[src/hw/elk_pkg.sv]
// Electron memory map definitions
package elk_pkg;

	////////////////////////////////////////////////////////////////////////////
	// Widths and depths
	////////////////////////////////////////////////////////////////////////////

	// External bus of the computer core
	localparam int BUS_AW   = 19;
	localparam int DATA_W   = 8;

	// 16 KiB pages
	localparam int PAGE_BITS = 14;
	localparam int STORE_AW  = 17;

	// Page select field is bus bits 18 to 14
	localparam int PAGE_SEL_W = BUS_AW - PAGE_BITS;
	// Page number inside one store
	localparam int PAGE_NUM_W = STORE_AW - PAGE_BITS;

	localparam int ROM_PAGES = 7;
	localparam int RAM_PAGES = 8;

	// Store depths in bytes
	localparam int ROM_WORDS = ROM_PAGES << PAGE_BITS;
	localparam int RAM_WORDS = RAM_PAGES << PAGE_BITS;

	////////////////////////////////////////////////////////////////////////////
	// Types
	////////////////////////////////////////////////////////////////////////////

	typedef logic [BUS_AW-1:0]     bus_addr_t;
	typedef logic [DATA_W-1:0]     data_t;
	typedef logic [STORE_AW-1:0]   store_addr_t;
	typedef logic [PAGE_SEL_W-1:0] page_sel_t;
	typedef logic [PAGE_NUM_W-1:0] page_num_t;

	// Store selected by a bus address
	typedef enum logic [1:0] {
		BANK_NONE,
		BANK_ROM,
		BANK_RAM
	} bank_kind_t;

	////////////////////////////////////////////////////////////////////////////
	// Page map, select field grouped 1_2_2
	////////////////////////////////////////////////////////////////////////////

	// Single sideways ROM slot
	localparam page_sel_t PG_SWR_ROM = 5'b0_01_00;
	// OS and BASIC, each mirrored over two slots
	localparam logic [2:0] GRP_OS_BASIC = 3'b0_10;
	// Four upper ROM slots, one page each
	localparam logic [2:0] GRP_HIGH_ROM = 3'b0_11;
	// Sideways RAM, bit 17 clear
	localparam logic [1:0] GRP_SWRAM = 2'b1_0;

	// ROM page numbers
	localparam page_num_t ROM_PG_SWR  = 3'd0;
	localparam page_num_t ROM_PG_OS   = 3'd1;
	localparam page_num_t ROM_PG_HIGH = 3'd3;

endpackage
[src/hw/page_req_if.sv]
// Decoded page request bundle
interface page_req_if import elk_pkg::*; ();

	// All fields are combinational from the bus, in the clk_sys domain

	// Which store the current bus address hits
	bank_kind_t  kind;
	// Store addresses, page number on top of the page offset
	store_addr_t rom_addr;
	store_addr_t ram_addr;
	// Bus write data, passed straight on
	data_t       wdata;
	// One cycle per falling edge of the write enable
	logic        wr_stb;

	// Decoder side
	modport dec (
		output kind,
		output rom_addr,
		output ram_addr,
		output wdata,
		output wr_stb
	);

	// ROM only needs its address, writes come from the download port
	modport rom (
		input rom_addr
	);

	// Sideways RAM
	modport ram (
		input kind,
		input ram_addr,
		input wdata,
		input wr_stb
	);

	// Read mux
	modport mux (
		input kind
	);

endinterface

[src/hw/read_mux.sv]
// Read data select
module read_mux
	import elk_pkg::*;
(
	input  logic    clk_sys,
	input  logic    rst,
	page_req_if.mux req,
	input  data_t   rom_q,
	input  data_t   ram_q,
	output data_t   rdata
);

	////////////////////////////////////////////////////////////////////////////
	// Kind pipeline
	////////////////////////////////////////////////////////////////////////////

	// Delayed one cycle to match the store address registers
	bank_kind_t kind_q;

	always_ff @(posedge clk_sys) begin
		if (rst) begin
			kind_q <= BANK_NONE;
		end else begin
			kind_q <= req.kind;
		end
	end

	////////////////////////////////////////////////////////////////////////////
	// Select
	////////////////////////////////////////////////////////////////////////////

	always_comb begin
		case (kind_q)
			BANK_ROM: begin
				rdata = rom_q;
			end
			BANK_RAM: begin
				rdata = ram_q;
			end
			// Unmapped pages read as zero
			default: begin
				rdata = '0;
			end
		endcase
	end

endmodule

[src/flat_wrapper.sv]
// flat-port wrapper written by rule: the top's interface ports become plain ports
module read_mux_flat import elk_pkg::*;
  (clk_sys, rst, rom_q, ram_q, rdata, req_kind);
  page_req_if req_i ();
  input  logic clk_sys;
  input  logic rst;
  input  data_t rom_q;
  input  data_t ram_q;
  output data_t rdata;
  input wire logic [$bits(req_i.kind)-1:0] req_kind;
  assign req_i.kind = req_kind;
  read_mux u_core (.clk_sys(clk_sys), .rst(rst), .req(req_i), .rom_q(rom_q), .ram_q(ram_q), .rdata(rdata));
endmodule
[config.mk]
export PLATFORM = sky130hd
export DESIGN_NAME = read_mux_flat
export DESIGN_NICKNAME = d
export VERILOG_FILES = /design/src/hw/elk_pkg.sv /design/src/hw/page_req_if.sv /design/src/hw/read_mux.sv /design/src/flat_wrapper.sv
export SDC_FILE = /design/constraint.sdc
export NUM_CORES = 1
export LEC_CHECK = 0
export BUFFER_PORTS_ARGS = -buffer_cell sky130_fd_sc_hd__buf_2
export CAP_MARGIN = 5
export CORE_AREA = 3 3 40 42
export CTS_CLUSTER_DIAMETER = 60
export DETAILED_ROUTE_END_ITERATION = 16
export DIE_AREA = 0 0 43 45
export PLACE_DENSITY = 0.48
export SLEW_MARGIN = 10
export SYNTH_ARGS = -nofsm -noshare
export SYNTH_HDL_FRONTEND = slang
export SYNTH_SLANG_ARGS = --single-unit
export TNS_END_PERCENT = 1
[constraint.sdc]
create_clock -name clk_sys -period 1.9 [get_ports clk_sys]
set_clock_uncertainty 0.05 [all_clocks]
set_input_delay 0.19 -clock clk_sys [delete_from_list [all_inputs] [get_ports clk_sys]]
set_output_delay 0.19 -clock clk_sys [all_outputs]
set_load 0.01 [all_outputs]
==> results of run 1 <==
==> per-layer routing <==
metal	vias to the layer above	global-route usage	wire, um
met2	23	0.0928	207
met5	-	0	0
met3	0	0.0558	137
met1	114	0.0981	317
met4	0	0.0361	0
li1	149	-	-
==> cells in the final DEF, fill, tap and decap left out <==
| cell | synthesis | routed |
|---|---|---|
| buf_2 | 0 | 27 |
| a22oi_2 | 8 | 8 |
| nor2_1 | 8 | 8 |
| clkbuf_4 | 0 | 3 |
| inv_1 | 2 | 2 |
| nor2b_1 | 2 | 2 |
| ha_1 | 2 | 2 |
| dfxtp_1 | 2 | 2 |
==> stage by stage <==
step           power [mW]  cell area, um2  hold slack [ns]  utilization  instances
3_5_place_dp        0.113             369            0.315        0.287         66
6_report            0.201             392           0.0906        0.305         69
4_1_cts             0.208             392           0.0833        0.305         69
2_1_floorplan      0.0839             241            0.212            -         27
5_1_grt             0.219             392            0.103        0.305         69
3_3_place_gp        0.112             369            0.314        0.287         66
==> area by class of cell <==
| type | count | area share |
|---|---|---|
| Multi-Input combinational cell | 20 | 0.428 |
| Tap cell | 15 | 0.0479 |
| Timing Repair Buffer | 27 | 0.345 |
| Clock buffer | 3 | 0.0575 |
| Inverter | 2 | 0.0192 |
| Sequential cell | 2 | 0.102 |
==> cell families after synthesis <==
logic type,synth area share
buf+inv,0.140
fa+ha+maj,0.104
compound gates,0.415
simple gates,0.176
flops,0.166
==> worst min-delay path by stage <==
stage	endpoint	startpoint	slack, ns
floorplan	u_core.kind_q[0]$_SDFF_PP0_	rst	0.21
global placement	u_core.kind_q[1]$_SDFF_PP0_	rst	0.31
detailed placement	u_core.kind_q[1]$_SDFF_PP0_	rst	0.31
CTS	u_core.kind_q[0]$_SDFF_PP0_	rst	0.08
global route	u_core.kind_q[1]$_SDFF_PP0_	rst	0.10
finish	u_core.kind_q[0]$_SDFF_PP0_	rst	0.09
==> power groups by stage <==
| stage | sequential [mW] | combinational (mW) | clock (mW) |
|---|---|---|---|
| detailed placement | 0.0463 | 0.0668 | 0 |
| global route | 0.0460 | 0.0734 | 0.0996 |
| CTS | 0.0458 | 0.0668 | 0.0953 |
| floorplan | 0.0461 | 0.0378 | 0 |
| global placement | 0.0462 | 0.0660 | 0 |
| finish | 0.0458 | 0.0659 | 0.0892 |
==> results_dict.tcl, run 1 <==
set metrics [dict create \
    run_status "completed" \
    drt_iter0_drc 6 \
    slew_headroom 0.723 \
    cp_data_arrival_time_ns 1.34 \
    swShare 0.263 \
    synth.top_cell.area_share 0.415 \
    drcViolationCount 0 \
    period_share 0.833 \
    ant_nets 0 \
    ys_warn_count 0 \
    worst_setup_path_end_kind "output port" \
    numCtsBuffers 3 \
    synth_edf_count 0 \
    grt_max_degree 9 \
    slowest_delay_ns 0.40 \
    clock_power_share 0.444 \
    fp.dieH_um 45 \
    initial_core_util 0.188 \
    clock-sinks 2 \
    critPathTopFamily "adder cells" \
    yosys.area.top_type "a22oi_2" \
    first_pass_iters 4 \
    tightest_slew_ns 0.416 \
    core_um2 1280 \
    place_ws_ns 0.531 \
    required_ns 1.66 \
    synth.net_count 49 \
    crit_chain "inv_1 -> ha_1 -> a22oi_2 -> nor2_1 -> buf_2" \
    avgSynthCellArea_um2 8.94 \
    setup_viol 0 \
    ir_worst_vdd_v 0.000324 \
    crit_buf_inv 2 \
    track_usage 0.0764 \
    dpl.hpwl_um 549 \
    worst_slack_ns 0.318 \
    clk_pin_slew_ns 0.03 \
    p_leak_nw 0.201 \
    htreeDepth 1 \
    max_cap_viol_count 0 \
    final_max_slew_viol_count 0 \
    antenna_cells 0 \
    critPathLaunchType "flop" \
    overflow 0 \
    ys_seq_area_frac 0.166 \
    multi_input_area_um2 168 \
    grt_pass1_wl_mm 1.07 \
    min_path_cells 2 \
    endpoint "rdata[6]" \
    die_w_um 43 \
    power_density_nw_per_um2 513 \
    wl_um 662 \
    crit_type "reg -> out" \
    via_count 286 \
    largestRegisters "u_core.kind_q x2" \
    power_frac_seq 0.228 \
    cp-startpoint "u_core.kind_q[0]$_SDFF_PP0_" \
    cts_root_buf "clkbuf_4" \
    ys_top_cells_by_area "a22oi_2, dfxtp_1, nor2_1, ha_1, buf_6" \
    synth.cell_area_um2 241 \
    p_comb_frac 0.328 \
    min_period_ns 1.58 \
    hold_violations 0 \
    grt_pass1_vias 260 \
    synth_common_cells "a22oi_2, nor2_1" \
    synthFlopType "dfxtp_1" \
    largest_reg_flops 2 \
    drive_above_1_share 0.704 \
    antenna_found_initial 0 \
    registers.top_by_ff_count "u_core.kind_q" \
    area_delta_synth_final_pct 62.2 \
    worst-path-max-fanout 8 \
    rsz0062_at_grt "no" \
    synth-seq-cells 2 \
    setup_tns_ns 0 \
    numPortBuffers 27 \
    regArea_um2 40.0 \
    place.gp.congestion 0.640 \
    path_depth 5 \
    die-area_um2 1940 \
    yosysUniqueCellTypes 8 \
    fill_cells 149 \
    power.switching_uw 52.9 \
    cts_tree "built" \
    nets 78 \
    fmax_mhz 632 \
    hold_buffers 0 \
    routed_via_density 4.14 \
    max-clock-path-buffers 2 \
    hold_path_class "in -> reg" \
    syn_inst 27 \
    synthArstFlopShare 0 \
    cts_resized 0 \
    rows 13 \
    io_pins 28 \
    slowest_stage "ha_1" \
    internal_power_uw 148 \
    wl_per_cell_um 9.59 \
    cts_setup_buffers 0 \
]
Power figures use the tool's default switching activity.
==> inputs of run 2 (changes only) <==
==> constraint.sdc (replaced) <==
create_clock -name clk_sys -period 1.6 [get_ports clk_sys]
set_clock_uncertainty 0.05 [all_clocks]
set_input_delay 0.16 -clock clk_sys [delete_from_list [all_inputs] [get_ports clk_sys]]
set_output_delay 0.16 -clock clk_sys [all_outputs]
set_load 0.01 [all_outputs]
==> run 2 against run 1 <==
  * First-iteration DRC count decreased by 67%
  * Via count decreased by 4.2%
  * Power increased by 22%
  * Sequential share of layout area decreased by 0.13 points
  * Cell area increased by 1.3%
  * Non-clock buffer count unchanged
  * Wire length decreased by 2.3%
  * Die area unchanged
  * Final cell count unchanged
  * Worst hold slack got worse by 0.035 ns
  * Critical endpoint unchanged
  * Largest power group unchanged
==> results_dict.tcl, run 2 (synthesis results as in run 1) <==
set metrics [dict create \
    run_status "completed" \
    cp_data_arrival_time_ns 1.24 \
    worst-path-max-fanout 8 \
    antenna_found_initial 0 \
    registers.top_by_ff_count "u_core.kind_q" \
    ir_worst_vdd_v 0.000338 \
    fp.dieH_um 45 \
    layout_commonest_cell "buf_2" \
    tightest_slew_ns 0.235 \
    post_dp_cell_area_um2 369 \
    power.switching_uw 67.7 \
    die_w_um 43 \
    power_frac_seq 0.222 \
    hold_start "rst" \
    p_leak_nw 0.198 \
    initial_core_util 0.188 \
    max-clock-path-buffers 2 \
    fmax_mhz 690 \
    drive_above_1_share 0.741 \
    slew_headroom 0.843 \
    min_path_cells 2 \
    numPortBuffers 27 \
    hold_violations 0 \
    cts_root_buf "clkbuf_4" \
    ant_nets 0 \
    power_density_nw_per_um2 619 \
    hold_buffers 0 \
    place.gp.congestion 0.639 \
    htreeDepth 1 \
    setup_tns_ns 0 \
    hold-worst-slack_ns 0.0558 \
    total_power_uw 246 \
    wl_met3_um 145 \
    setup_viol 0 \
    layout_common_cells "buf_2, a22oi_2, nor2_1" \
    wl_per_cell_um 9.38 \
    clock_power_share 0.454 \
    via_count 274 \
    min_to "u_core.kind_q[1]$_SDFF_PP0_" \
    largestRegisters "u_core.kind_q x2" \
    max_cap_viol_count 0 \
    met2RoutedLength_um 244 \
    area_delta_synth_final_pct 64.2 \
    p_comb_frac 0.324 \
    maxUsedRoutingLayer "met3" \
    required_ns 1.39 \
    numCtsBuffers 3 \
    drt_iter0_drc 2 \
    overflow 0 \
    routed_via_density 3.97 \
    fin_area_um2 397 \
    track_usage 0.0690 \
    antenna_cells 0 \
    rows 13 \
    die-area_um2 1940 \
    critPathLaunchType "flop" \
    min_period_ns 1.45 \
    wl_um 647 \
    final_max_slew_viol_count 0 \
    crit_type "reg -> out" \
    period_share 0.906 \
    nets 78 \
    clock-sinks 2 \
    core_um2 1280 \
    internal_power_uw 178 \
    hold_path_class "in -> reg" \
    grt_max_degree 9 \
    cts_tree "built" \
    wl_met1_um 257 \
    clk_pin_slew_ns 0.03 \
    rsz0062_at_grt "no" \
    io_pins 28 \
    first_pass_iters 4 \
    grt_pass1_wl_um 972 \
    swShare 0.276 \
    worst_setup_path_end_kind "output port" \
    drcViolationCount 0 \
    largest_reg_flops 2 \
    grt_pass1_vias 247 \
]
run 2: cell counts in the layout (fill, tap and decap cells not counted):
No cell type changed its count.
run 2: layout make-up:
type                            count  area [um2]
Clock buffer                        3        22.5
Sequential cell                     2        40.0
Fill cell                         140         888
Inverter                            2        7.51
Tap cell                           15        18.8
Multi-Input combinational cell     20         173
Timing Repair Buffer               27         135
run 2: critical path: stages (launching register included):
cell,delay (ns)
dfxtp_1,0.31
inv_1,0.06
ha_2,0.31
a22oi_2,0.11
nor2_1,0.10
buf_2,0.13
run 2: timing repair:
action	CTS	global route
gates resized for setup	0	2
buffers inserted	0	0
endpoints found under the setup margin	0	8
run 2: power by group through the flow:
stage / Sequential (mW) / Clock, mW / Combinational (mW)
3_3_place_gp: 0.0549 / 0 / 0.0784
4_1_cts: 0.0543 / 0.122 / 0.0787
5_1_grt: 0.0548 / 0.120 / 0.0885
3_5_place_dp: 0.0550 / 0 / 0.0783
2_1_floorplan: 0.0547 / 0 / 0.0449
6_report: 0.0546 / 0.111 / 0.0795
run 2: layer usage:
metal / vias up / track usage
met4: 0 / 0.0723
met2: 23 / 0.0958
met3: 0 / 0.0199
met5: - / 0
met1: 103 / 0.0815
li1: 148 / -
run 2: worst max path at each step:
stage | end | cells after the start | from
global placement | rdata[6] | 5 | u_core.kind_q[0]$_SDFF_PP0_
floorplan | rdata[0] | 4 | u_core.kind_q[0]$_SDFF_PP0_
CTS | rdata[6] | 5 | u_core.kind_q[0]$_SDFF_PP0_
detailed placement | rdata[6] | 5 | u_core.kind_q[0]$_SDFF_PP0_
global route | rdata[6] | 5 | u_core.kind_q[0]$_SDFF_PP0_
finish | rdata[6] | 5 | u_core.kind_q[0]$_SDFF_PP0_
run 2: stage by stage:
stage | worst slack [ns] | std cells | util
3_3_place_gp | 0.260 | 66 | 0.287
3_5_place_dp | 0.247 | 66 | 0.287
4_1_cts | 0.00557 | 69 | 0.305
5_1_grt | 0.0524 | 69 | 0.309
6_report | 0.151 | 69 | 0.309
2_1_floorplan | 0.414 | 27 | -
