[config.mk]
export PLATFORM = sky130hd
export DESIGN_NAME = page_decoder_flat
export DESIGN_NICKNAME = d
export VERILOG_FILES = /design/src/hw/elk_pkg.sv /design/src/hw/page_req_if.sv /design/src/hw/page_decoder.sv /design/src/flat_wrapper.sv
export SDC_FILE = /design/constraint.sdc
export NUM_CORES = 1
export LEC_CHECK = 0
export ABC_AREA = 1
export BUFFER_PORTS_ARGS = -buffer_cell sky130_fd_sc_hd__clkbuf_2
export CAP_MARGIN = 25
export CELL_PAD_IN_SITES_DETAIL_PLACEMENT = 0
export CELL_PAD_IN_SITES_GLOBAL_PLACEMENT = 2
export CORE_MARGIN = 5
export CORE_UTILIZATION = 10
export DETAILED_ROUTE_END_ITERATION = 8
export GPL_ROUTABILITY_DRIVEN = 0
export HOLD_SLACK_MARGIN = 0.05
export PLACE_DENSITY = 0.89
export SETUP_SLACK_MARGIN = 0.15
export SYNTH_ARGS = -nofsm -noshare
export SYNTH_HDL_FRONTEND = slang
export SYNTH_SLANG_ARGS = --single-unit
[constraint.sdc]
create_clock -name clk_sys -period 0.8 [get_ports clk_sys]
set_input_delay 0.16 -clock clk_sys [delete_from_list [all_inputs] [get_ports clk_sys]]
set_output_delay 0.16 -clock clk_sys [all_outputs]
set_load 0.01 [all_outputs]
[src/hw/elk_pkg.sv]
// Electron memory map definitions
package elk_pkg;

	////////////////////////////////////////////////////////////////////////////
	// Widths and depths
	////////////////////////////////////////////////////////////////////////////

	// External bus of the computer core
	localparam int BUS_AW   = 19;
	localparam int DATA_W   = 8;

	// 16 KiB pages
	localparam int PAGE_BITS = 14;
	localparam int STORE_AW  = 17;

	// Page select field is bus bits 18 to 14
	localparam int PAGE_SEL_W = BUS_AW - PAGE_BITS;
	// Page number inside one store
	localparam int PAGE_NUM_W = STORE_AW - PAGE_BITS;

	localparam int ROM_PAGES = 7;
	localparam int RAM_PAGES = 8;

	// Store depths in bytes
	localparam int ROM_WORDS = ROM_PAGES << PAGE_BITS;
	localparam int RAM_WORDS = RAM_PAGES << PAGE_BITS;

	////////////////////////////////////////////////////////////////////////////
	// Types
	////////////////////////////////////////////////////////////////////////////

	typedef logic [BUS_AW-1:0]     bus_addr_t;
	typedef logic [DATA_W-1:0]     data_t;
	typedef logic [STORE_AW-1:0]   store_addr_t;
	typedef logic [PAGE_SEL_W-1:0] page_sel_t;
	typedef logic [PAGE_NUM_W-1:0] page_num_t;

	// Store selected by a bus address
	typedef enum logic [1:0] {
		BANK_NONE,
		BANK_ROM,
		BANK_RAM
	} bank_kind_t;

	////////////////////////////////////////////////////////////////////////////
	// Page map, select field grouped 1_2_2
	////////////////////////////////////////////////////////////////////////////

	// Single sideways ROM slot
	localparam page_sel_t PG_SWR_ROM = 5'b0_01_00;
	// OS and BASIC, each mirrored over two slots
	localparam logic [2:0] GRP_OS_BASIC = 3'b0_10;
	// Four upper ROM slots, one page each
	localparam logic [2:0] GRP_HIGH_ROM = 3'b0_11;
	// Sideways RAM, bit 17 clear
	localparam logic [1:0] GRP_SWRAM = 2'b1_0;

	// ROM page numbers
	localparam page_num_t ROM_PG_SWR  = 3'd0;
	localparam page_num_t ROM_PG_OS   = 3'd1;
	localparam page_num_t ROM_PG_HIGH = 3'd3;

endpackage
[src/hw/page_req_if.sv]
// Decoded page request bundle
interface page_req_if import elk_pkg::*; ();

	// All fields are combinational from the bus, in the clk_sys domain

	// Which store the current bus address hits
	bank_kind_t  kind;
	// Store addresses, page number on top of the page offset
	store_addr_t rom_addr;
	store_addr_t ram_addr;
	// Bus write data, passed straight on
	data_t       wdata;
	// One cycle per falling edge of the write enable
	logic        wr_stb;

	// Decoder side
	modport dec (
		output kind,
		output rom_addr,
		output ram_addr,
		output wdata,
		output wr_stb
	);

	// ROM only needs its address, writes come from the download port
	modport rom (
		input rom_addr
	);

	// Sideways RAM
	modport ram (
		input kind,
		input ram_addr,
		input wdata,
		input wr_stb
	);

	// Read mux
	modport mux (
		input kind
	);

endinterface

[src/hw/page_decoder.sv]
// Bus page decoder
module page_decoder
	import elk_pkg::*;
(
	input  logic      clk_sys,
	input  logic      rst,
	input  logic      bus_we_n,
	input  bus_addr_t bus_addr,
	input  data_t     bus_wdata,
	page_req_if.dec   req
);

	////////////////////////////////////////////////////////////////////////////
	// Write edge detection
	////////////////////////////////////////////////////////////////////////////

	// Write enable seen at the previous edge
	logic prev_we_n;
	logic wr_stb;

	// Starts high so a low bus_we_n out of reset still counts as one edge
	always_ff @(posedge clk_sys) begin
		if (rst) begin
			prev_we_n <= 1'b1;
		end else begin
			prev_we_n <= bus_we_n;
		end
	end

	// High in the first low cycle only
	assign wr_stb = prev_we_n & ~bus_we_n;

	////////////////////////////////////////////////////////////////////////////
	// Page decode
	////////////////////////////////////////////////////////////////////////////

	page_sel_t  sel;
	page_num_t  rom_pg;
	page_num_t  ram_pg;
	bank_kind_t kind;

	// Top five address bits pick the slot
	assign sel = bus_addr[BUS_AW-1:PAGE_BITS];

	always_comb begin
		// Unmapped unless a slot matches
		kind   = BANK_NONE;
		rom_pg = ROM_PG_SWR;
		ram_pg = '0;

		if (sel == PG_SWR_ROM) begin
			kind   = BANK_ROM;
			rom_pg = ROM_PG_SWR;
		end else if (sel[PAGE_SEL_W-1 -: 3] == GRP_OS_BASIC) begin
			// Bit 15 picks OS or BASIC, bit 14 is a mirror
			kind   = BANK_ROM;
			rom_pg = ROM_PG_OS + page_num_t'(sel[1]);
		end else if (sel[PAGE_SEL_W-1 -: 3] == GRP_HIGH_ROM) begin
			// Pages 3 to 6
			kind   = BANK_ROM;
			rom_pg = ROM_PG_HIGH + page_num_t'(sel[1:0]);
		end else if (sel[PAGE_SEL_W-1 -: 2] == GRP_SWRAM) begin
			// Eight RAM pages straight from bits 16 to 14
			kind   = BANK_RAM;
			ram_pg = sel[PAGE_NUM_W-1:0];
		end
	end

	////////////////////////////////////////////////////////////////////////////
	// Request outputs
	////////////////////////////////////////////////////////////////////////////

	assign req.kind     = kind;
	// Page number on top, offset below
	assign req.rom_addr = {rom_pg, bus_addr[PAGE_BITS-1:0]};
	assign req.ram_addr = {ram_pg, bus_addr[PAGE_BITS-1:0]};
	assign req.wdata    = bus_wdata;
	assign req.wr_stb   = wr_stb;

	// Held-low enable must not repeat the write
	a_single_strobe: assert property (
		@(posedge clk_sys) disable iff (rst)
		wr_stb |=> !wr_stb
	);

endmodule

[src/flat_wrapper.sv]
// flat-port wrapper written by rule: the top's interface ports become plain ports
module page_decoder_flat import elk_pkg::*;
  (clk_sys, rst, bus_we_n, bus_addr, bus_wdata, req_kind, req_rom_addr, req_ram_addr, req_wdata, req_wr_stb);
  page_req_if req_i ();
  input  logic clk_sys;
  input  logic rst;
  input  logic bus_we_n;
  input  bus_addr_t bus_addr;
  input  data_t bus_wdata;
  output wire logic [$bits(req_i.kind)-1:0] req_kind;
  output wire logic [$bits(req_i.rom_addr)-1:0] req_rom_addr;
  output wire logic [$bits(req_i.ram_addr)-1:0] req_ram_addr;
  output wire logic [$bits(req_i.wdata)-1:0] req_wdata;
  output wire logic [$bits(req_i.wr_stb)-1:0] req_wr_stb;
  assign req_kind = req_i.kind;
  assign req_rom_addr = req_i.rom_addr;
  assign req_ram_addr = req_i.ram_addr;
  assign req_wdata = req_i.wdata;
  assign req_wr_stb = req_i.wr_stb;
  page_decoder u_core (.clk_sys(clk_sys), .rst(rst), .bus_we_n(bus_we_n), .bus_addr(bus_addr), .bus_wdata(bus_wdata), .req(req_i));
endmodule
==> results of run 1 <==
## worst paths after layout
kind	start	end	slack (ns)
min	bus_wdata[0]	req_wdata[0]	0.32
max	bus_addr[15]	req_rom_addr[15]	-0.16
## layer usage
metal  track usage  wire length (µm)  vias up
met5             0                 0        -
met4       0.00350                 0        0
met3        0.0165               149        0
met2        0.0428               421       22
met1        0.0310               297      118
li1              -                 -      133
## kinds of logic (layout without fill, tap and decap cells)
| family | Yosys count | after routing | synth area share |
|---|---|---|---|
| AOI/OAI and AO/OA | 1 | 1 | 0.0115 |
| adders and majority gates | 2 | 2 | 0.0573 |
| buffers and inverters | 46 | 28 | 0.705 |
| DFF | 1 | 1 | 0.0458 |
| and+or+nand+nor | 19 | 19 | 0.181 |
## worst max-delay path, delay by kind of cell
| family | cells | cell delay [ns] |
|---|---|---|
| adder cells (fa/ha/maj) | 1 | 0.24 |
| buffers and inverters | 4 | 0.30 |
| AND/OR/NAND/NOR | 2 | 0.09 |
## power by group through the flow
| stage | logic [mW] | registers, mW | clock network [mW] |
|---|---|---|---|
| floorplan | 0.266 | 0.0541 | 0 |
| global placement | 0.156 | 0.0541 | 0 |
| detailed placement | 0.156 | 0.0543 | 0 |
| CTS | 0.207 | 0.0543 | 0 |
| global route | 0.260 | 0.0556 | 0 |
| finish | 0.239 | 0.0552 | 0 |
## synthesized netlist by cell type
cell	n
nor3_1	1
nand2_1	9
o21ai_1	1
nor2_2	1
inv_1	10
nand3_1	1
ha_1	2
nor2_1	6
or2_2	1
buf_4	36
dfxtp_1	1
## repair_timing
action	CTS	global route
gates cloned	0	0
buffers inserted	0	0
pin swaps	5	6
gates resized for setup	21	29
hold buffers	0	0
endpoints found under the setup margin	9	10
## final cells by class
class                      count  share of cell area
sequential                     1              0.0385
inverter                      10               0.147
tap                           52               0.118
multi-input combinational     22               0.367
timing repair buffer          18               0.330
==> impl_metrics.tcl, run 1 <==
set metrics [dict create \
    p_per_area_nw_per_um2 531 \
    crit_top_cell "nand2_2" \
    clkPwrFrac 0 \
    syn_inst 69 \
    fp.dieH_um 76.1 \
    setup_viol 4 \
    antennaDiodeCount 0 \
    hold_path_depth 0 \
    regMostFlops "u_core.prev_we_n" \
    multiInputGateArea_um2 203 \
    start_kind "primary input" \
    slew_violations 0 \
    crit_slowest_cell "ha_4" \
    finalHoldViolCount 0 \
    die_width_um 76.1 \
    cp_slowest_stage_delay_ns 0.24 \
    ys_ff_latch 1 \
    p_leak_nw 0.245 \
    yosysWarnings 0 \
    violations "negative setup slack" \
    place_area_um2 390 \
    wirelength_um 868 \
    relSlewSlack 0.917 \
    viasPerCell 2.65 \
    totalPowerFinal_mw 0.294 \
    io_pins 75 \
    timing.fmax_mhz 1040 \
    cp.required_ns 0.64 \
    fin_nets 85 \
    hold_class "in -> out" \
    hpwlAfterDp_um 709 \
    syn_area_per_cell_um2 6.33 \
    grt_pass1_vias 271 \
    finalInstanceArea_um2 553 \
    crit_type "in -> out" \
    rsz0062_at_grt "true" \
    ys_seq_area_frac 0.0458 \
    drive_above_1_share 0.824 \
    die_area_um2 5790 \
    largest_reg_flops 1 \
    synthToLayoutAreaGrowth_pct 26.6 \
    seqCellArea_um2 21.3 \
    dr.pass1.iters 3 \
    internal_power_mw 0.177 \
    cp.arrival_ns 0.80 \
    synth_area_um2 437 \
    power_frac_comb 0.812 \
    grt_pass1_wl_um 1390 \
    p_sw_frac 0.397 \
    yosysTopAreaCell "buf_4" \
    cp_max_fo 3 \
    p_switching_mw 0.117 \
    fin_setup_tns_ns -0.399 \
    setup_ws_ns -0.161 \
    grt_max_degree 6 \
    synth_top_area_share 0.619 \
    coreArea_um2 4290 \
    status "finished, violations left" \
    grt.total_usage 0.0267 \
    synth_fp_nets 101 \
    most-common-layout-cells "buf_2, nand2_2, nand2_1, buf_6" \
    antenna_left 0 \
    drt-initial-drc-count 3 \
    finalCriticalPeriod_ns 0.961 \
    portBuffers 16 \
    place_ws_ns -0.277 \
    final_common_cell "buf_2" \
    fin_crit_sh 1.20 \
    peakVddDrop_mv 0.235 \
    gr-total-overflow 0 \
    avgRoutedWirePerCell_um 8.43 \
    initial_utilization 0.102 \
    drc 0 \
    drv_cap 0 \
    worstPathCellList "clkbuf_16 -> inv_16 -> ha_4 -> inv_2 -> nand2_2 -> nand2_2 -> buf_6" \
    endpoint_kind "output port" \
    ys_types 11 \
    fillers 492 \
    utilization 0.129 \
    fin_cells 103 \
    placed_cells 103 \
    antenna_found_initial 0 \
    reg.largest.list "u_core.prev_we_n: 1 flops" \
    synth.area.top_cells "buf_4, inv_1, nand2_1" \
    rows 24 \
    vias 273 \
    holdWs_ns 0.320 \
    seq_power_share 0.188 \
    tightest_slew_ns 0.125 \
]
(Power assumes the default switching activity.)
==> run 2: changes to the inputs <==
--- a/config.mk
+++ b/config.mk
@@ -10,6 +10,7 @@
 export CAP_MARGIN = 25
 export CELL_PAD_IN_SITES_DETAIL_PLACEMENT = 0
 export CELL_PAD_IN_SITES_GLOBAL_PLACEMENT = 2
+export CORE_ASPECT_RATIO = 1.4
 export CORE_MARGIN = 5
 export CORE_UTILIZATION = 10
 export DETAILED_ROUTE_END_ITERATION = 8
==> run 2 against run 1 <==
  * The flow still finishes with violations (negative setup slack)
  * First-iteration DRC count shrank 33%
  * Die area is 0.32% higher
  * Maximum frequency down 1.9%
  * Core utilization is 0.14 points higher
  * Global-route usage down 0.51 points
  * Power fell by 0.96%
  * Final area shrank 0.23%
  * Combinational power hardly changed
  * Worst hold slack about the same
  * Critical path depth stayed put
  * Highest routed layer is now met4
==> impl_metrics.tcl, run 2 (same netlist as run 1, synthesis figures left out) <==
set metrics [dict create \
    reg.largest.list "u_core.prev_we_n: 1 flops" \
    largest_reg_flops 1 \
    peakVddDrop_mv 0.234 \
    drive_above_1_share 0.782 \
    dr.pass1.iters 2 \
    antenna_found_initial 0 \
    synthToLayoutAreaGrowth_pct 26.4 \
    coreArea_um2 4240 \
    die_area_um2 5810 \
    grt_pass1_wl_um 1040 \
    slew_violations 0 \
    start_kind "primary input" \
    cp.required_ns 0.64 \
    vias 272 \
    placed_cells 115 \
    hold_class "in -> out" \
    power_frac_comb 0.814 \
    most-common-layout-cells "buf_2, buf_4, inv_1, nand2_2" \
    setup_ws_ns -0.179 \
    initial_utilization 0.103 \
    status "finished, violations left" \
    wirelength_um 748 \
    rsz0062_at_grt "true" \
    io_pins 75 \
    p_sw_frac 0.374 \
    portBuffers 16 \
    antenna_left 0 \
    timing.fmax_mhz 1020 \
    drc 0 \
    totalPowerFinal_mw 0.291 \
    grt_pass1_vias 258 \
    die_width_um 65.9 \
    final_common_cell "buf_2" \
    cts_setup_buffers 0 \
    relSlewSlack 0.921 \
    fin_nets 89 \
    endpoint_kind "output port" \
    finalHoldViolCount 0 \
    cp_max_fo 3 \
    drt-initial-drc-count 2 \
    utilization 0.130 \
    gr-total-overflow 0 \
    hpwlAfterDp_um 621 \
    finalCriticalPeriod_ns 0.979 \
    fin_setup_tns_ns -0.432 \
    setup_viol 4 \
    seq_power_share 0.186 \
    cp.arrival_ns 0.82 \
    crit_type "in -> out" \
    tightest_slew_ns 0.118 \
    fin_cells 115 \
    drv_cap 0 \
    antennaDiodeCount 0 \
    avgRoutedWirePerCell_um 6.50 \
    grt.total_usage 0.0217 \
    p_per_area_nw_per_um2 527 \
    fin_crit_sh 1.22 \
    violations "negative setup slack" \
    clkPwrFrac 0 \
    viasPerCell 2.37 \
    fp.dieH_um 88.2 \
    p_switching_mw 0.109 \
    regMostFlops "u_core.prev_we_n" \
    p_leak_nw 0.271 \
    internal_power_mw 0.182 \
    rows 28 \
    grt_max_degree 6 \
]
==> run 2: cell count changes in the layout (fill, tap and decap cells not counted), sizes merged <==
cell    before  now
clkinv       1    0
buf         14   18
inv          9   10
==> run 2: final cells by class <==
class                      count  area, µm²
sequential                     1       20.0
timing repair buffer          22        204
fill                         482       3690
multi-input combinational     22        179
inverter                      10       73.8
tap                           60       75.1
==> run 2: worst max-delay path, cell delays in order <==
cell	delay (ns)
clkbuf_16	0.13
inv_16	0.03
ha_4	0.25
inv_2	0.03
nand2_2	0.05
nand2_2	0.05
buf_6	0.12
==> run 2: routing by layer <==
layer  global-route usage  share of wire
met4               0.0151          0.031
met2               0.0429           0.46
met3              0.00642           0.20
met5                    0              0
met1               0.0175           0.31
==> run 2: path summary, 6_finish.rpt <==
check               startpoint               end  slack, ns  cells after the start
setup / recovery  bus_addr[15]  req_rom_addr[15]      -0.18                      7
hold / removal    bus_wdata[0]      req_wdata[0]       0.32                      0
==> run 2: per-stage QoR <==
stage / cell area (µm²) / hold WS (ns) / setup slack [ns]
6_report: 552 / 0.320 / -0.179
4_1_cts: 483 / 0.320 / -0.196
2_1_floorplan: 500 / 0.264 / 0.0743
5_1_grt: 552 / 0.320 / -0.214
3_5_place_dp: 430 / 0.320 / -0.303
3_3_place_gp: 430 / 0.320 / -0.300
==> run 2: power by group through the flow <==
stage                     Combinational, mW  Sequential, mW  Clock [mW]
after floorplan                       0.266          0.0541           0
after global placement                0.170          0.0541           0
after detailed placement              0.172          0.0543           0
after CTS                             0.200          0.0543           0
after global routing                  0.255          0.0543           0
final                                 0.237          0.0542           0
==> run 2: what timing repair did <==
item	in CTS	in global routing
pin swaps	5	5
hold buffers	0	0
gates resized for setup	11	33
endpoints found under the setup margin	10	9
==> run 3: changes to the inputs <==
--- a/config.mk
+++ b/config.mk
@@ -16,7 +16,7 @@
 export DETAILED_ROUTE_END_ITERATION = 8
 export GPL_ROUTABILITY_DRIVEN = 0
 export HOLD_SLACK_MARGIN = 0.05
-export PLACE_DENSITY = 0.89
+export PLACE_DENSITY = 0.86
 export SETUP_SLACK_MARGIN = 0.15
 export SYNTH_ARGS = -nofsm -noshare
 export SYNTH_HDL_FRONTEND = slang
==> constraint.sdc (replaced) <==
create_clock -name clk_sys -period 1 [get_ports clk_sys]
set_input_delay 0.2 -clock clk_sys [delete_from_list [all_inputs] [get_ports clk_sys]]
set_output_delay 0.2 -clock clk_sys [all_outputs]
set_load 0.01 [all_outputs]
==> run 3 against run 2 <==
  * The flow still finishes with violations (negative setup slack)
  * Worst hold slack better by 0.063 ns
  * Largest cell class is now multi-input combinational cells
  * Via count up 4.0%
  * Die area did not move
  * Global-route usage up 0.13 points
  * Sequential share of layout area increased by 0.28 points
  * Core utilization decreased by 0.94 points
  * First-iteration DRC count rose to 4.0 times the previous value
  * Flip-flop and latch count is the same
  * Cell count is 2.6% lower
==> impl_metrics.tcl, run 3 (same netlist as run 1, synthesis figures left out) <==
set metrics [dict create \
    status "finished, violations left" \
    violations "negative setup slack" \
    dr_wl_met2_um 418 \
    rsz0062_at_grt "true" \
    grt.total_usage 0.0230 \
    setup_ws_ns -0.0389 \
    avgRoutedWirePerCell_um 6.94 \
    endpoint_kind "output port" \
    io_pins 75 \
    grt_pass1_wl_um 1150 \
    fin_nets 86 \
    most-common-layout-cells "inv_1, buf_2, nand2_2, nor2_1, clkbuf_2" \
    wl_met3_um 124 \
    hold_class "in -> reg" \
    holdWs_ns 0.383 \
    antenna_left 0 \
    routed.top_layer "met4" \
    fin_cells 112 \
    rows 28 \
    regMostFlops "u_core.prev_we_n" \
    totalPowerFinal_mw 0.213 \
    synthToLayoutAreaGrowth_pct 17.2 \
    viasPerCell 2.53 \
    start_kind "primary input" \
    die_width_um 65.9 \
    reg.largest.list "u_core.prev_we_n: 1 flops" \
    peakVddDrop_mv 0.196 \
    antennaDiodeCount 0 \
    hold_path_depth 2 \
    drc 0 \
    wirelength_um 777 \
    relSlewSlack 0.923 \
    cp.arrival_ns 0.84 \
    met1_length_um 198 \
    cp_max_fo 3 \
    finalCriticalPeriod_ns 1.04 \
    largest_reg_flops 1 \
    placed_cells 111 \
    p_leak_nw 0.249 \
    hold-path-endpoint "u_core.prev_we_n" \
    finalHoldViolCount 0 \
    cp.required_ns 0.80 \
    antenna_found_initial 0 \
    coreArea_um2 4240 \
    timing.fmax_mhz 963 \
    slew_violations 0 \
    dr.pass1.iters 2 \
    grt_max_degree 6 \
    portBuffers 16 \
    crit_type "in -> out" \
    grt_pass1_vias 286 \
    gr-total-overflow 0 \
    setup_viol 2 \
    hpwlAfterDp_um 634 \
    hp-start "rst" \
    vias 283 \
    fp.dieH_um 88.2 \
    drive_above_1_share 0.712 \
    place_area_um2 359 \
    fillers 488 \
    initial_utilization 0.103 \
    tightest_slew_ns 0.116 \
    drt-initial-drc-count 8 \
    fin_crit_sh 1.04 \
    die_area_um2 5810 \
    drv_cap 0 \
    p_per_area_nw_per_um2 415 \
    clk_pin_slew_ns 0 \
    finalInstanceArea_um2 512 \
    postCtsHoldBufs 0 \
]
## run 3: cell count changes in the layout (fill, tap and decap cells not counted), sizes merged
| cell | change |
|---|---|
| clkbuf | +1 |
| buf | -4 |
## run 3: worst max-delay path by stage
stage	start	endpoint	slack, ns	cells after the start
after global routing	bus_addr[14]	req_rom_addr[15]	-0.08	7
after global placement	bus_addr[15]	req_rom_addr[15]	-0.09	7
after floorplan	bus_addr[14]	req_rom_addr[16]	0.16	3
after CTS	bus_addr[14]	req_rom_addr[15]	-0.06	7
after detailed placement	bus_addr[15]	req_rom_addr[15]	-0.09	7
final	bus_addr[14]	req_rom_addr[15]	-0.04	7
## run 3: where the power goes
group,internal [mW],total [mW],switching (mW)
registers,0.0429,0.0434,0.000519
clock network,0,0,0
logic,0.0887,0.169,0.0805
total,0.132,0.213,0.0810
## run 3: cell type report
cell class                      count  area (µm²)  share of cell area
Inverter                           10        57.6               0.112
Tap cell                           60        75.1               0.147
Timing Repair Buffer               19         174               0.340
Multi-Input combinational cell     22         185               0.362
Sequential cell                     1        20.0              0.0391
## run 3: timing repair
action                     4_1_cts  5_1_grt
pin swaps                        6        6
cloned                           0        0
buffers inserted                 1        0
setup endpoints to repair        8        8
resized for setup               17       30
## run 3: critical path, stage by stage
cell and delay [ns]:
clkbuf_16 0.11, inv_8 0.03, ha_4 0.24, inv_2 0.03, nand2_2 0.05, nand2_2 0.05, buf_6 0.11
## run 3: per-layer routing
| metal | vias to the layer above | global-route usage |
|---|---|---|
| met4 | 0 | 0.0226 |
| met2 | 17 | 0.0456 |
| met5 | - | 0 |
| met3 | 10 | 0.00513 |
| li1 | 134 | - |
| met1 | 122 | 0.0168 |
## run 3: through the flow
| step | utilization | TNS [ns] | setup WS [ns] |
|---|---|---|---|
| 2_1_floorplan | - | 0 | 0.158 |
| 3_3_place_gp | 0.0847 | -0.180 | -0.0895 |
| 3_5_place_dp | 0.0847 | -0.186 | -0.0867 |
| 4_1_cts | 0.103 | -0.0719 | -0.0581 |
| 5_1_grt | 0.121 | -0.164 | -0.0763 |
| 6_report | 0.121 | -0.0490 | -0.0389 |
